<file path="src/rtl/sad_pkg.sv">
// shared widths, types and the determinant term table for the attention core; import where needed
package sad_pkg;

    localparam int D_MODEL     = 8;
    localparam int MAT_SIZE    = 64;
    localparam int A_SIZE      = 16;
    localparam int LOAD_CYCLES = 192;
    localparam int DET_TERMS   = 24;

    typedef logic signed [5:0]  a_elem_t;
    typedef logic signed [7:0]  x_elem_t;
    typedef logic        [3:0]  t_rows_t;
    typedef logic signed [18:0] proj_t;
    typedef logic signed [37:0] score_raw_t;
    typedef logic signed [36:0] score_t;
    typedef logic signed [24:0] det_t;
    typedef logic signed [53:0] sv_t;
    typedef logic signed [91:0] out_t;
    typedef logic        [5:0]  mat_idx_t;
    typedef logic        [7:0]  load_idx_t;

    typedef enum logic [2:0] {
        IDLE,
        LOAD,
        DET,
        PROJ,
        SCORE,
        OUTPUT
    } phase_t;

    // Leibniz term table, permutations in lexicographic order
    // result bits [2r+1:2r] are the column used in row r, bit 8 set means negative
    function automatic logic [8:0] det_perm(input logic [4:0] term);
        logic [1:0] digit [4];
        logic [3:0] used;
        logic [2:0] rank;
        logic [8:0] res;
        // factorial number system digits of the term number
        digit[0] = 2'(term / 5'd6);
        digit[1] = 2'((term % 5'd6) / 5'd2);
        digit[2] = 2'(term % 5'd2);
        digit[3] = 2'd0;
        used = '0;
        res  = '0;
        for (int r = 0; r < 4; r++) begin
            rank = '0;
            for (int c = 0; c < 4; c++) begin
                if (!used[c]) begin
                    if (rank == {1'b0, digit[r]}) begin
                        res[2*r +: 2] = 2'(c);
                        used[c] = 1'b1;
                    end
                    rank = rank + 3'd1;
                end
            end
        end
        // inversion count is the digit sum, so its parity gives the sign
        res[8] = digit[0][0] ^ digit[1][0] ^ digit[2][0];
        return res;
    endfunction

endpackage

</file>
<file path="src/rtl/det_unit.sv">
// 4x4 determinant of A, one signed Leibniz term accumulated per cycle
`timescale 1ns/1ps

module det_unit (
    input  logic             clk,
    input  logic             rst_n,
    input  logic             det_en,
    input  logic [4:0]       det_idx,
    input  sad_pkg::a_elem_t a_mat [sad_pkg::A_SIZE],
    output sad_pkg::det_t    det
);
    import sad_pkg::*;

    logic [8:0] perm;
    det_t       mag;
    det_t       term;

    assign perm = det_perm(det_idx);

    // one entry from every row, the column chosen by the permutation
    assign mag = a_mat[{2'd0, perm[1:0]}] * a_mat[{2'd1, perm[3:2]}]
               * a_mat[{2'd2, perm[5:4]}] * a_mat[{2'd3, perm[7:6]}];
    assign term = perm[8] ? -mag : mag;

    // first term of a frame restarts the sum
    always_ff @(posedge clk or negedge rst_n) begin
        if (!rst_n)
            det <= '0;
        else if (det_en)
            det <= (det_idx == 5'd0) ? term : det + term;
    end

endmodule

</file>
<file path="config.mk">
export PLATFORM = sky130hd
export DESIGN_NAME = det_unit
export DESIGN_NICKNAME = d
export VERILOG_FILES = /design/src/rtl/sad_pkg.sv /design/src/rtl/det_unit.sv
export SDC_FILE = /design/constraint.sdc
export NUM_CORES = 1
export LEC_CHECK = 0
export BUFFER_PORTS_ARGS = -buffer_cell sky130_fd_sc_hd__buf_2
export CELL_PAD_IN_SITES_DETAIL_PLACEMENT = 0
export CELL_PAD_IN_SITES_GLOBAL_PLACEMENT = 1
export CORE_MARGIN = 2
export CORE_UTILIZATION = 35
export CTS_CLUSTER_DIAMETER = 150
export DETAILED_ROUTE_END_ITERATION = 16
export PLACE_DENSITY = 0.75
export SLEW_MARGIN = 10
export SYNTH_ARGS = -nofsm -noshare
export SYNTH_HDL_FRONTEND = slang
export SYNTH_SLANG_ARGS = --single-unit
</file>
<file path="constraint.sdc">
create_clock -name clk -period 6 [get_ports clk]
set_clock_uncertainty 0.2 [all_clocks]
set_input_delay 0 -clock clk [delete_from_list [all_inputs] [get_ports clk]]
set_output_delay 0 -clock clk [all_outputs]
set_load 0.05 [all_outputs]
</file>
* After elaboration in Yosys (flattened, before gate mapping)
Cells that the tools add are included.
Word-level totals: word-level logic and storage cells 104, input bits 104, memories kept 0, output and inout port bits 25, latch bits 0, memory bits (writable) 0, ROM bits 0, flip-flop bits (word level) 25
Cells by class: bitwise logic cells 6, reductions and logical operators 7, equality and inequality tests 9, muxes and demuxes 64, $mul 3, divide/modulo/power cells 2, add/subtract/negate cells 8, shifts and indexed selects 0, magnitude comparators 4
Operators by type and width (count):
- $bmux W6 S4 | 4
- $mux W25 | 2
- $mux W6 | 8
- $mux W1 | 30
- $mux W2 | 14
- $add A25 B25 Y25 | 1
- $neg A24 Y25 | 1
- $mul A18 B6 Y24 | 1
- $ge A5 B5 Y1 const B | 4
- $add A3 B1 Y3 const B | 6
- $mul A12 B6 Y18 | 1
- $mux W3 | 6
- $mul A6 B6 Y12 | 1
- $not A4 Y5 | 2
- $eq A3 B1 Y1 | 3
- $eq A3 B2 Y1 | 3
- $logic_not A3 Y1 | 3
- $logic_not A2 Y1 | 3
- $div A5 B3 Y5 const B | 1
- $logic_not A5 Y1 | 1
- $mod A5 B3 Y5 const B | 1
- $not A2 Y5 | 1
- $not A3 Y5 | 1
- $eq A2 B2 Y1 const A | 2
- other kinds (2) | 3

* Longest topological paths before layout
depth after elaboration 24, depth in mapped cells 72, depth with buffers taken out 70

* Least setup slack after synthesis
OpenSTA, ideal clock, no wires.
kind input port to flip-flop, from input port det_idx[4], to register det[24], data required time 5.661 ns, cell stages on the path 67, library setup time 0.139 ns, slack -10.136 ns, arrival time 15.798 ns, buffers on the path 1, cells stage by stage and2b_4 nand2_1 ha_1 nand2b_1 and3_1 ha_1 o21bai_2 nor4_2 and2_1 clkbuf_1 a221oi_1 a21oi_1 nor2b_1 a221oi_1 or2_2 fa_1 fa_1 inv_1 [31 not listed] ha_1 a21oi_1 nand3_1 nor3_1 or2_2 o21bai_1 a211oi_1 a21oi_1 or4b_2 o31ai_1 xnor2_1 ha_1 inv_1 o21bai_1 a21oi_1 nand2b_1 a2bb2oi_1 or4b_1
Between the ends: cells in the longest elaborated chain, start to end 24, elaborated cells on any way between the ends 97, those cells by class 8 x add/sub; 3 x mul; 2 x div; 9 x eq/ne; 63 x mux; 6 x bitwise; 6 x reduce/logical
Ends and longest elaborated chain:
- start: declaration | RTL line det_unit.sv:8 | input logic [4:0] det_idx,
- branches (longest 23 deep; another with $div A5 B3 Y5)
- $mux W25 (*) | RTL line det_unit.sv:30 | det <= (det_idx == 5'd0) ? term : det + term;
- end signal: assignment | RTL line det_unit.sv:30
- end: declaration | RTL line det_unit.sv:10 | output sad_pkg::det_t det
Mark *: on every way between the ends. The select of a mux whose other input is x is not followed. A chain may end at the register's enable or synchronous reset.

* Final worst setup path
Same ends and word-level chain as after synthesis.

==> Flow_metrics.wiki <==
{| class="wikitable"
! Metric !! Value
|-
| Critical Path AT || 14,990 ps
|-
| Period utilisation layout || 251%
|-
| Number of global-route vias before repair || 11,700
|-
| Clock sink count || 25
|-
| Count of H-tree levels built during CTS || 1
|-
| Flip-flop and latch count after synthesis || 25
|-
| Final period demand of the worst path || 15,050 ps
|-
| Die height || 184 um
|-
| Yosys warning total || 0
|-
| Io pins || 129
|-
| Number of distinct standard cells referenced by the synthesized netlist || 74
|-
| Basic-gate share of the synthesized area counting and, or, nand and nor cells || 20.3%
|-
| Count of input and output buffers || 128
|-
| RSZ-0062 raised after global routing || true
|-
| Number of cells produced by synthesis || 1,374
|-
| Worst slack at placement || -9510 ps
|-
| Number of design rule violations left after detail routing || 0
|-
| Average wire per standard cell || 14.4 um
|-
| Layout net count || 2,248
|-
| Setup Viol. Count Final || 24
|-
| Registers with the most flip-flops || det: 25 flops
|-
| Adder-cell share of the synthesized area || 41.2%
|-
| Share of layout cells above drive strength 1 || 44.3%
|-
| Maximum fanout count along the critical path || 9
|-
| Flip-flop count of the largest register, all copies and words added || 25
|-
| Worst hold path type || input pin to asynchronous set/reset pin
|-
| Cell family contributing the most delay on the critical path || adder cells
|-
| Starting density of the core || 35.6%
|-
| Average instance area after synthesis || 8.23 um2
|-
| Compound-gate portion of the synthesized area || 14.0%
|-
| Die area || 0.0338 mm2
|-
| Crit path largest cell delay || 560 ps
|-
| Root Buffer Master || clkbuf_16
|-
| Core Util, Final || 54.2%
|-
| Max Cap Viol || 0
|-
| Aggregate global-route resource usage || 19.4%
|-
| Cell area after technology mapping || 0.0113 mm2
|-
| Commonest cells after routing, fill and taps aside || 353 x buf_4, 172 x nor2_1, 135 x fa_1, 132 x inv_1, 127 x buf_2
|-
| Detailed Route WL || 32,600 um
|-
| Parity-gate share of the synthesized area counting xor and xnor cells || 8.82%
|-
| Post-layout instance area || 0.0172 mm2
|-
| Highest achievable clock rate || 66.4 MHz
|-
| Antenna violations before repair || 0
|-
| Core Area || 0.0317 mm2
|-
| Cell count along the critical path || 70
|-
| Starting DRT DRC Count || 398
|-
| Combinational family with the most area after synthesis || adder cells
|-
| Final estimated routing congestion in global placement || 0.900
|-
| Cell area after placement || 0.0156 mm2
|-
| Final setup margin || -9050 ps
|-
| Area growth from synthesis to layout || 52.2%
|-
| Critical Path Start Type || input pin
|-
| Number of rows created at floorplan || 65
|-
| Most common cell after layout, fill and taps aside || buf_4
|-
| Sequential fraction of the synthesis area || 5.53%
|-
| Deepest clock path buffer count || 2
|-
| Worst path slowest cell || or4b_4
|-
| Hold Violations, Final || 0
|-
| Leading register cell type out of synthesis || dfrtp_1
|-
| Critical path class || input pin to register
|-
| Launch instance of the worst register-to-register path || det[0]
|-
| Largest register by flop count || det
|-
| Total vias in the final route || 11,100
|-
| Global-route wire length before repair || 54,500 um
|-
| Worst-case reg-to-reg path depth || 17
|-
| Number of synthesized flops with an enable pin || 0
|-
| Type of destination of the critical path || register
|-
| Worst Path Buf+Inv || 11
|-
| Iteration count of the initial detailed-routing pass || 5
|-
| Cell repeated most along the worst path || fa_1
|-
| Fraction of registers with async set/reset || 100%
|-
| Clock-pin slew of the registers on the worst-case setup and hold paths || 70 ps
|-
| Diode insertion count for antenna repair || 0
|-
| Register-to-register path setup slack || 1890 ps
|-
| Slew @ Worst Pin || 832 ps
|-
| HPWL after DPL || 27,000 um
|-
| Failing checks || setup timing
|-
| Required time reported for the critical path endpoint || 5940 ps
|-
| Clock tree from TritonCTS || done
|-
| Final total negative setup slack || -163,620 ps
|-
| Aggregate global routing overflow || 0
|-
| Average via count per standard cell || 4.90
|-
| Headroom to the max-slew limit || 44.5%
|-
| Worst-skew pair later-pin latency || 270 ps
|-
| Final Max Slew Viols || 0
|-
| Synthesized Nets || 1,766
|-
| Portion of netlist area occupied by mux cells || 4.05%
|-
| Die Wd || 184 um
|-
| Outcome || finished, violations left
|-
| End of the worst register-to-register path || det[24]
|-
| Total clock buffers created by CTS || 3
|-
| Number of routed nets with antenna violations || 0
|-
| Maximum number of pins on one net before global-route repair || 49
|}
-- metal layers --
metal / track usage, % / up-vias / routed length [um]
li1: - / 5513 / -
met1: 25.0 / 5296 / 14500
met2: 35.6 / 221 / 16300
met3: 2.14 / 26 / 1420
met4: 2.72 / 0 / 357
met5: 0 / - / 0
-- synth_stat cells, types with 29 or more instances --
| master | count | area, um2 |
|---|---|---|
| o21ai_0 | 44 | 220 |
| a21oi_1 | 77 | 385 |
| a21o_1 | 29 | 218 |
| nor2_1 | 193 | 724 |
| clkbuf_1 | 31 | 116 |
| or2_2 | 29 | 181 |
| nand2b_1 | 31 | 194 |
| fa_1 | 140 | 2800 |
| nand2_1 | 115 | 432 |
| inv_1 | 151 | 567 |
| mux2i_1 | 33 | 330 |
| xnor2_1 | 73 | 639 |
| xor2_1 | 35 | 307 |
| ha_1 | 148 | 1850 |
-- timing repair --
| action | in CTS | in global routing |
|---|---|---|
| hold buffers | 1 | 0 |
| buffers inserted | 33 | 22 |
| pin swaps | 99 | 130 |
| gates resized for setup | 86 | 140 |
| hold endpoints to repair | 25 | 0 |
| setup endpoints to repair | 24 | 24 |
-- worst max path at each step --
stage	startpoint	endpoint	slack (ps)
final	det_idx[4]	det[24]	-9050
after global routing	det_idx[4]	det[24]	-9690
after CTS	det_idx[4]	det[24]	-9050
after detailed placement	det_idx[4]	det[24]	-9510
after global placement	det_idx[4]	det[24]	-9270
after floorplan	det_idx[4]	det[24]	-8980
-- per-stage QoR --
stage               hold slack [ps]  cells
CTS                             102   2239
global placement               -156   2207
finish                         90.2   2257
detailed placement             -146   2207
global route                    139   2257
floorplan                      -496   1374
-- cell type report --
cell class              count  area, um2
multi-input cells        1165      11800
repair buffers            509       3640
fillers                  2868      14500
flip-flops and latches     25        626
clock buffers               4       78.8
well taps                 402        503
inverters                 152        573
-- cell families (layout without fill, tap and decap cells) --
group	count (synthesis)	in the layout
buf+inv	184	665
mux	44	44
simple gates	485	485
fa+ha+maj	288	288
compound gates	238	238
xor+xnor	110	110
flops	25	25
Power is not shown: default switching activity piles up to over one toggle a cycle in this logic, so the estimate is an artifact.
