`src/rtl/sad_pkg.sv`:
```
// shared widths, types and the determinant term table for the attention core; import where needed
package sad_pkg;

    localparam int D_MODEL     = 8;
    localparam int MAT_SIZE    = 64;
    localparam int A_SIZE      = 16;
    localparam int LOAD_CYCLES = 192;
    localparam int DET_TERMS   = 24;

    typedef logic signed [5:0]  a_elem_t;
    typedef logic signed [7:0]  x_elem_t;
    typedef logic        [3:0]  t_rows_t;
    typedef logic signed [18:0] proj_t;
    typedef logic signed [37:0] score_raw_t;
    typedef logic signed [36:0] score_t;
    typedef logic signed [24:0] det_t;
    typedef logic signed [53:0] sv_t;
    typedef logic signed [91:0] out_t;
    typedef logic        [5:0]  mat_idx_t;
    typedef logic        [7:0]  load_idx_t;

    typedef enum logic [2:0] {
        IDLE,
        LOAD,
        DET,
        PROJ,
        SCORE,
        OUTPUT
    } phase_t;

    // Leibniz term table, permutations in lexicographic order
    // result bits [2r+1:2r] are the column used in row r, bit 8 set means negative
    function automatic logic [8:0] det_perm(input logic [4:0] term);
        logic [1:0] digit [4];
        logic [3:0] used;
        logic [2:0] rank;
        logic [8:0] res;
        // factorial number system digits of the term number
        digit[0] = 2'(term / 5'd6);
        digit[1] = 2'((term % 5'd6) / 5'd2);
        digit[2] = 2'(term % 5'd2);
        digit[3] = 2'd0;
        used = '0;
        res  = '0;
        for (int r = 0; r < 4; r++) begin
            rank = '0;
            for (int c = 0; c < 4; c++) begin
                if (!used[c]) begin
                    if (rank == {1'b0, digit[r]}) begin
                        res[2*r +: 2] = 2'(c);
                        used[c] = 1'b1;
                    end
                    rank = rank + 3'd1;
                end
            end
        end
        // inversion count is the digit sum, so its parity gives the sign
        res[8] = digit[0][0] ^ digit[1][0] ^ digit[2][0];
        return res;
    endfunction

endpackage

```
`src/rtl/sad_ctrl.sv`:
```
// phase FSM of the attention core, sequences load, determinant, projection, score and output
`timescale 1ns/1ps

module sad_ctrl (
    input  logic               clk,
    input  logic               rst_n,
    input  logic               in_valid,
    input  sad_pkg::t_rows_t   T,
    output logic               load_en,
    output logic               x_we,
    output logic               frame_start,
    output logic               det_en,
    output logic               proj_en,
    output logic               score_en,
    output logic               out_en,
    output sad_pkg::load_idx_t load_idx,
    output logic [4:0]         det_idx,
    output logic [1:0]         proj_sel,
    output sad_pkg::mat_idx_t  proj_idx,
    output sad_pkg::mat_idx_t  score_idx,
    output sad_pkg::mat_idx_t  out_idx
);
    import sad_pkg::*;

    phase_t     phase;
    phase_t     phase_nxt;
    t_rows_t    t_reg;
    t_rows_t    t_cur;
    load_idx_t  load_cnt;
    logic [4:0] det_cnt;
    logic [7:0] proj_cnt;
    logic [6:0] score_cnt;
    logic [6:0] out_cnt;
    logic [6:0] rows8;
    logic       load_done;
    logic       det_done;
    logic       proj_done;
    logic       score_done;
    logic       out_done;

    // T is live on the first load cycle, held afterwards
    assign t_cur = frame_start ? T : t_reg;
    assign rows8 = {t_reg, 3'b000};

    // each count stops one step past its last item, leaving a gap cycle
    assign load_done  = (load_cnt == load_idx_t'(LOAD_CYCLES));
    assign det_done   = (det_cnt == 5'(DET_TERMS));
    assign proj_done  = (proj_cnt == 8'(3 * MAT_SIZE));
    assign score_done = (score_cnt == 7'(MAT_SIZE));
    // two more cycles so the output pipeline drains before IDLE
    assign out_done   = (out_cnt == rows8 + 7'd1);

    assign frame_start = (phase == IDLE) && in_valid;
    assign load_en     = frame_start || (phase == LOAD && !load_done);
    assign x_we        = load_en && (load_cnt < {1'b0, t_cur, 3'b000});
    assign det_en      = (phase == DET) && !det_done;
    assign proj_en     = (phase == PROJ) && !proj_done;
    assign score_en    = (phase == SCORE) && !score_done;
    assign out_en      = (phase == OUTPUT) && (out_cnt < rows8);

    assign load_idx  = load_cnt;
    assign det_idx   = det_cnt;
    assign proj_sel  = proj_cnt[7:6];
    assign proj_idx  = proj_cnt[5:0];
    assign score_idx = score_cnt[5:0];
    assign out_idx   = out_cnt[5:0];

    always_comb begin
        phase_nxt = phase;
        case (phase)
            IDLE:    if (in_valid)   phase_nxt = LOAD;
            LOAD:    if (load_done)  phase_nxt = DET;
            DET:     if (det_done)   phase_nxt = PROJ;
            PROJ:    if (proj_done)  phase_nxt = SCORE;
            SCORE:   if (score_done) phase_nxt = OUTPUT;
            OUTPUT:  if (out_done)   phase_nxt = IDLE;
            default: phase_nxt = IDLE;
        endcase
    end

    always_ff @(posedge clk or negedge rst_n) begin
        if (!rst_n) begin
            phase     <= IDLE;
            t_reg     <= '0;
            load_cnt  <= '0;
            det_cnt   <= '0;
            proj_cnt  <= '0;
            score_cnt <= '0;
            out_cnt   <= '0;
        end else begin
            phase <= phase_nxt;
            if (frame_start)
                t_reg <= T;
            // counters fall back to zero outside their own phase
            load_cnt  <= load_en ? load_cnt + 8'd1 : '0;
            det_cnt   <= det_en ? det_cnt + 5'd1 : '0;
            proj_cnt  <= proj_en ? proj_cnt + 8'd1 : '0;
            score_cnt <= score_en ? score_cnt + 7'd1 : '0;
            out_cnt   <= (phase == OUTPUT && !out_done) ? out_cnt + 7'd1 : '0;
        end
    end

    // only 1, 4 and 8 token rows are supported
    assert property (@(posedge clk) disable iff (!rst_n)
        frame_start |-> (T == 4'd1 || T == 4'd4 || T == 4'd8))
        else $error("unsupported token count %0d", T);

endmodule

```
`config.mk`:
```
export PLATFORM = sky130hd
export DESIGN_NAME = sad_ctrl
export DESIGN_NICKNAME = d
export VERILOG_FILES = /design/src/rtl/sad_pkg.sv /design/src/rtl/sad_ctrl.sv
export SDC_FILE = /design/constraint.sdc
export NUM_CORES = 1
export LEC_CHECK = 0
export BUFFER_PORTS_ARGS = -buffer_cell sky130_fd_sc_hd__buf_4
export CORE_UTILIZATION = 49
export CTS_CLUSTER_SIZE = 20
export DETAILED_ROUTE_END_ITERATION = 8
export GPL_ROUTABILITY_DRIVEN = 1
export PLACE_DENSITY = 0.85
export SYNTH_ARGS = -nofsm -noshare
export SYNTH_HDL_FRONTEND = slang
export SYNTH_SLANG_ARGS = --single-unit
```
`constraint.sdc`:
```
create_clock -name clk -period 1.6 [get_ports clk]
set_input_delay 0 -clock clk [delete_from_list [all_inputs] [get_ports clk]]
set_output_delay 0 -clock clk [all_outputs]
set_load 0.1 [all_outputs]
```
# ---- Word level (Yosys, flattened, before mapping)
# Cells that the tools add are included.
dict set report totals {
  inputBits 7
  reg_bits 42
}
dict set report classes {
  n_reduce_logical 16
  eq_ne 16
  n_addsub 6
  n_mux 13
  magnitude_cmp 2
}
# op n
set op_table {}
lappend op_table {{$add 7x1->7 const B} 3}
lappend op_table {{$mux 3} 6}
lappend op_table {{$pmux 3 s6} 1}
lappend op_table {{$add 8x1->8 const B} 2}
lappend op_table {{$eq 8x8->1 const B} 2}
lappend op_table {{$mux 8} 2}
lappend op_table {{$mux 7} 2}
lappend op_table {{$ne 2x2->1 const B} 6}
lappend op_table {{$logic_and 1x1->1} 8}
lappend op_table {{$lt 8x7->1} 1}
lappend op_table {{$eq 7x7->1} 1}
lappend op_table {{$eq 7x7->1 const B} 1}
lappend op_table {{$lt 7x7->1} 1}
lappend op_table {{$eq 3x2->1 const B} 2}
lappend op_table {{$eq 3x3->1 const B} 2}
lappend op_table {{$reduce_and 6->1} 1}
lappend op_table {{$add 5x1->5 const B} 1}
lappend op_table {{$eq 5x5->1 const B} 1}
lappend op_table {{$logic_not 1->1} 5}
lappend op_table {{$mux 5} 1}
lappend op_table {{$mux 4} 1}
lappend op_table {{$eq 3x1->1 const B} 1}
lappend op_table {{$logic_not 3->1} 1}
lappend op_table {{$logic_or 1x1->1} 1}

# ---- Logic depth before layout (Yosys ltp)
dict set report logic_depth {
  depth_word 5
  ltp_mapped 9
  ltp_nobuf 9
}

# ---- Worst setup path before layout
# No wires, ideal clock.
dict set report synth_path {
  kind {register -> output}
  startpoint {register out_cnt[4]}
  endpoint {output out_en}
  setup_slack_ps -4140
  stages_incl_launch_ff 6
  arrival_time_ps 5740
  cell_sequence {dfrtp_1 ha_1 nor2b_1 o21ai_0 nand2b_1 a2111oi_0}
}
dict set report synth_between {
  elab_chain_cells 2
}
# item line
set synth_rtl {}
lappend synth_rtl {{start, declared} sad_ctrl.sv:33} ;# logic [6:0] out_cnt;
lappend synth_rtl {{start signal, assigned} sad_ctrl.sv:99} ;# out_cnt <= (phase == OUTPUT && !out_done) ? out_cnt + 7'd1 : '0;
lappend synth_rtl {{$lt 7x7->1} sad_ctrl.sv:59} ;# assign out_en = (phase == OUTPUT) && (out_cnt < rows8);
lappend synth_rtl {{$logic_and 1x1->1} sad_ctrl.sv:59}
lappend synth_rtl {{end, declared} sad_ctrl.sv:15} ;# output logic out_en,
# Every way passes these cells.

# ---- Worst setup path in the final report
dict set report layout_path {
  startpoint {register phase[0]}
  endpoint {output x_we}
}
dict set report layout_between {
  elab_chain_cells 5
  elab_cells_between_ends 8
}
# item line
set layout_rtl {}
lappend layout_rtl {{start, declared} sad_ctrl.sv:25} ;# phase_t phase;
lappend layout_rtl {{start signal, assigned} sad_ctrl.sv:91} ;# phase <= phase_nxt;
lappend layout_rtl {{$logic_not 3->1} sad_ctrl.sv:53} ;# assign frame_start = (phase == IDLE) && in_valid;
lappend layout_rtl {{$logic_and 1x1->1} sad_ctrl.sv:53}
lappend layout_rtl {{$mux 4} -}
lappend layout_rtl {{$lt 8x7->1} sad_ctrl.sv:55} ;# assign x_we = load_en && (load_cnt < {1'b0, t_cur, 3'b000});
lappend layout_rtl {{$logic_and 1x1->1 (*)} sad_ctrl.sv:55}
lappend layout_rtl {{end, declared} sad_ctrl.sv:10} ;# output logic x_we,
# Every way passes the cells marked *; elsewhere a longest branch is shown, timed or not.

==> out/results.txt <==
CTS hold repair buffers - 2
Worst slew margin - 64.5%
Placed Area - 2940 sq um
port bufs - 46
final count of hold timing violations - 2
Total GRT Usage - 23.8%
CP Buf/Inv Count - 2
synth-to-layout area growth - 50.6%
DR DRC count - 0
clock sink count - 42
reg2reg path depth - 9
Root Driver - clkbuf_8
f_max - 408 MHz
final wirelength - 6180 um
Reg-to-Reg End - load_idx[1]$_DFF_PN0_
cell family with most CP delay - simple AND/OR/NAND/NOR gates
Non-Filler Instances - 375
initial antenna violation count - 0
DR vias/cell - 5.34
clk_skew - 0.0111 ns
worst path required time - 1.60 ns
Max Slew Vio Count - 0
core box area - 4410 sq um
cell count after synthesis - 234
most frequent CP cell - nor2_2
critical path capture point type - output pin
dpl cells - 350
Tmin final - 2.45 ns
hold path start - T[3]
RR Startpoint - load_idx[0]$_DFF_PN0_
largest net degree at the start of global routing - 43
die span in y - 70.4 um
async set-reset flop share out of synthesis - 100%
Die W - 70.4 um
First DRT Iteration DRCs - 162
number of buffers created by CTS - 5
PD cells - 545 nW/um^2
CTS clk-pin slew, worst paths - 0.08 ns
WL per Instance - 16.5 um
hold slack - -0.0721 ns
hold path depth - 3
top_reg_cell synth - dfrtp_1
maxcap violations - 0
floorplan row count - 24
Synth Cell Area - 2290 sq um
Max stage delay cell, worst path - dfrtp_1
Peak VDD IR - 0.360 mV
crit path launch type - flop
Synth Area per Inst - 9.80 sq um
#FFs+latches synth - 42
status - complete, but fails checks
Hold Crit Endpoint - t_reg[3]$_DFF_PN0_
Max stage delay on crit path - 0.40 ns
HP Class - in -> reg
grt total ovfl - 0
syn_nets - 258
Slew @ Worst Pin - 0.532 ns
full die area - 4960 sq um
Worst-Skew Late Latency - 0.30 ns
clk buf depth - 2
I/O Pins - 47
worst-path cell chain - nor2_2 -> nand3_2 -> inv_8 -> nor2_2 -> a21oi_2 -> ha_1 -> a21o_1 -> a211o_1 -> nor3_4 -> buf_12
cell area after layout - 3450 sq um
Final ANT Viol Nets - 0
post-DP HPWL - 3570 um
Critical Path AT - 2.45 ns
CTS tree - done
yosys warns - 0
antenna cells - 0
TritonRoute pass-1 iters - 4
post-route setup slack - -0.851 ns
final setup fails - 15
Post-synth EDFFs - 0
H-tree depth - 2
number of global-route vias before repair - 1,966
Crit Path Class - reg -> out
global-route wire length before repair - 9110 um
Initial Util - 52.0%
synth unique cells - 35
RSZ-0062 raised after global routing - true
Vias - 2,001
placer congestion estimate - 0.806
Final nets - 346
leakage power - 1.60 nW
share of cells above drive strength 1 - 52.0%
Seq/Total Area, Yosys - 45.8%
failing checks - hold timing, setup timing
Crit Path Max Fanout - 5
reg-to-reg slack, setup - -0.32 ns
final worst path period share - 153%
==> layout by cell type, fill, tap and decap left out, drive strengths merged, types with 3 or more instances in the layout <==
| master | n |
|---|---|
| and2 | 3 |
| nor2 | 43 |
| inv | 21 |
| ha | 17 |
| xnor2 | 12 |
| nand3 | 19 |
| dfrtp | 42 |
| xor2 | 13 |
| clkinvlp | 4 |
| and3 | 8 |
| a21oi | 5 |
| clkbuf | 8 |
| nor2b | 4 |
| nand2 | 5 |
| buf | 93 |
==> logic make-up after synthesis <==
group	count (synthesis)	share of synthesized area, %
XOR/XNOR	25	9.55
adder cells (fa/ha/maj)	17	9.27
flip-flops	42	45.8
AND/OR/NAND/NOR	93	20.3
multiplexers	2	1.09
AO/OA/AOI/OAI	16	5.13
buffers and inverters	39	8.84
==> layout make-up <==
class	instances	area, sq um
inverter	25	126
timing repair buffer	95	807
tap	52	65.1
clock buffer	8	110
sequential	42	1090
fill	244	960
multi-input combinational	153	1260
==> what timing repair did <==
item / 4_1_cts / 5_1_grt
setup buffers: 11 / 8
setup endpoints to repair: 17 / 29
resized for setup: 33 / 31
hold endpoints to repair: 45 / 2
pin swaps: 13 / 18
==> layer usage <==
layer  track usage (%)  up-vias  part of all wire (%)
met5                 0        -                     0
met4              11.6        0                   1.7
met3              5.92       14                   4.5
met2              38.6       64                    52
met1              29.3      993                    42
li1                  -      930                     -
==> power breakdown <==
group          total [mW]  internal (mW)  switching, mW
sequential           1.06           1.06              0
combinational      0.0367         0.0129         0.0238
clock               0.787          0.436          0.352
total                1.88           1.51          0.376
==> synthesized netlist by cell type (2+ instances only) <==
master     n  area [sq um]
and3_1     8          50.1
a21oi_1    5          25.0
o21ai_0    2          10.0
nand2b_1   2          12.5
nor2_1    42           158
dfrtp_1   42          1050
xnor2_1   12           105
and2_1     3          18.8
nand3_1   19          95.1
nand2_1    5          18.8
nand4b_1   2          17.5
inv_2      2          7.51
buf_4     13          97.6
nor2b_1    4          25.0
o31a_1     2          17.5
inv_1     23          86.3
nor3_1     2          10.0
ha_1      17           213
xor2_1    13           114
==> per-stage QoR <==
step	hold slack, ns	setup TNS, ns	util [%]	total power [mW]	setup WS [ns]
after floorplan	-0.296	-5.43	-	1.08	-1.08
after global placement	0.0177	-2.36	66.6	1.12	-0.547
after detailed placement	0.0230	-2.54	66.6	1.12	-0.561
after CTS	-0.0804	-5.67	74.2	1.90	-0.773
after global routing	-0.0733	-5.69	78.3	1.95	-0.935
final	-0.0721	-4.42	78.3	1.88	-0.851
==> worst reg2reg max path, stage by stage, from the launching register on <==
cell,delay [ns]
dfrtp_4,0.49
inv_4,0.06
ha_4,0.11
or3b_4,0.38
nor4_4,0.18
o31a_1,0.18
buf_6,0.13
buf_6,0.11
buf_8,0.12
nor2b_1,0.05
==> worst max-delay path by stage <==
stage                               from   end  cells after the start
finish              phase[0]$_DFFE_PN0P_  x_we                     10
global route        phase[0]$_DFFE_PN0P_  x_we                     10
CTS                 phase[1]$_DFFE_PN0P_  x_we                     10
detailed placement  phase[0]$_DFFE_PN0P_  x_we                     10
global placement    phase[0]$_DFFE_PN0P_  x_we                     10
floorplan           phase[0]$_DFFE_PN0P_  x_we                      9
Note: power is estimated with default switching activity, not from simulation.
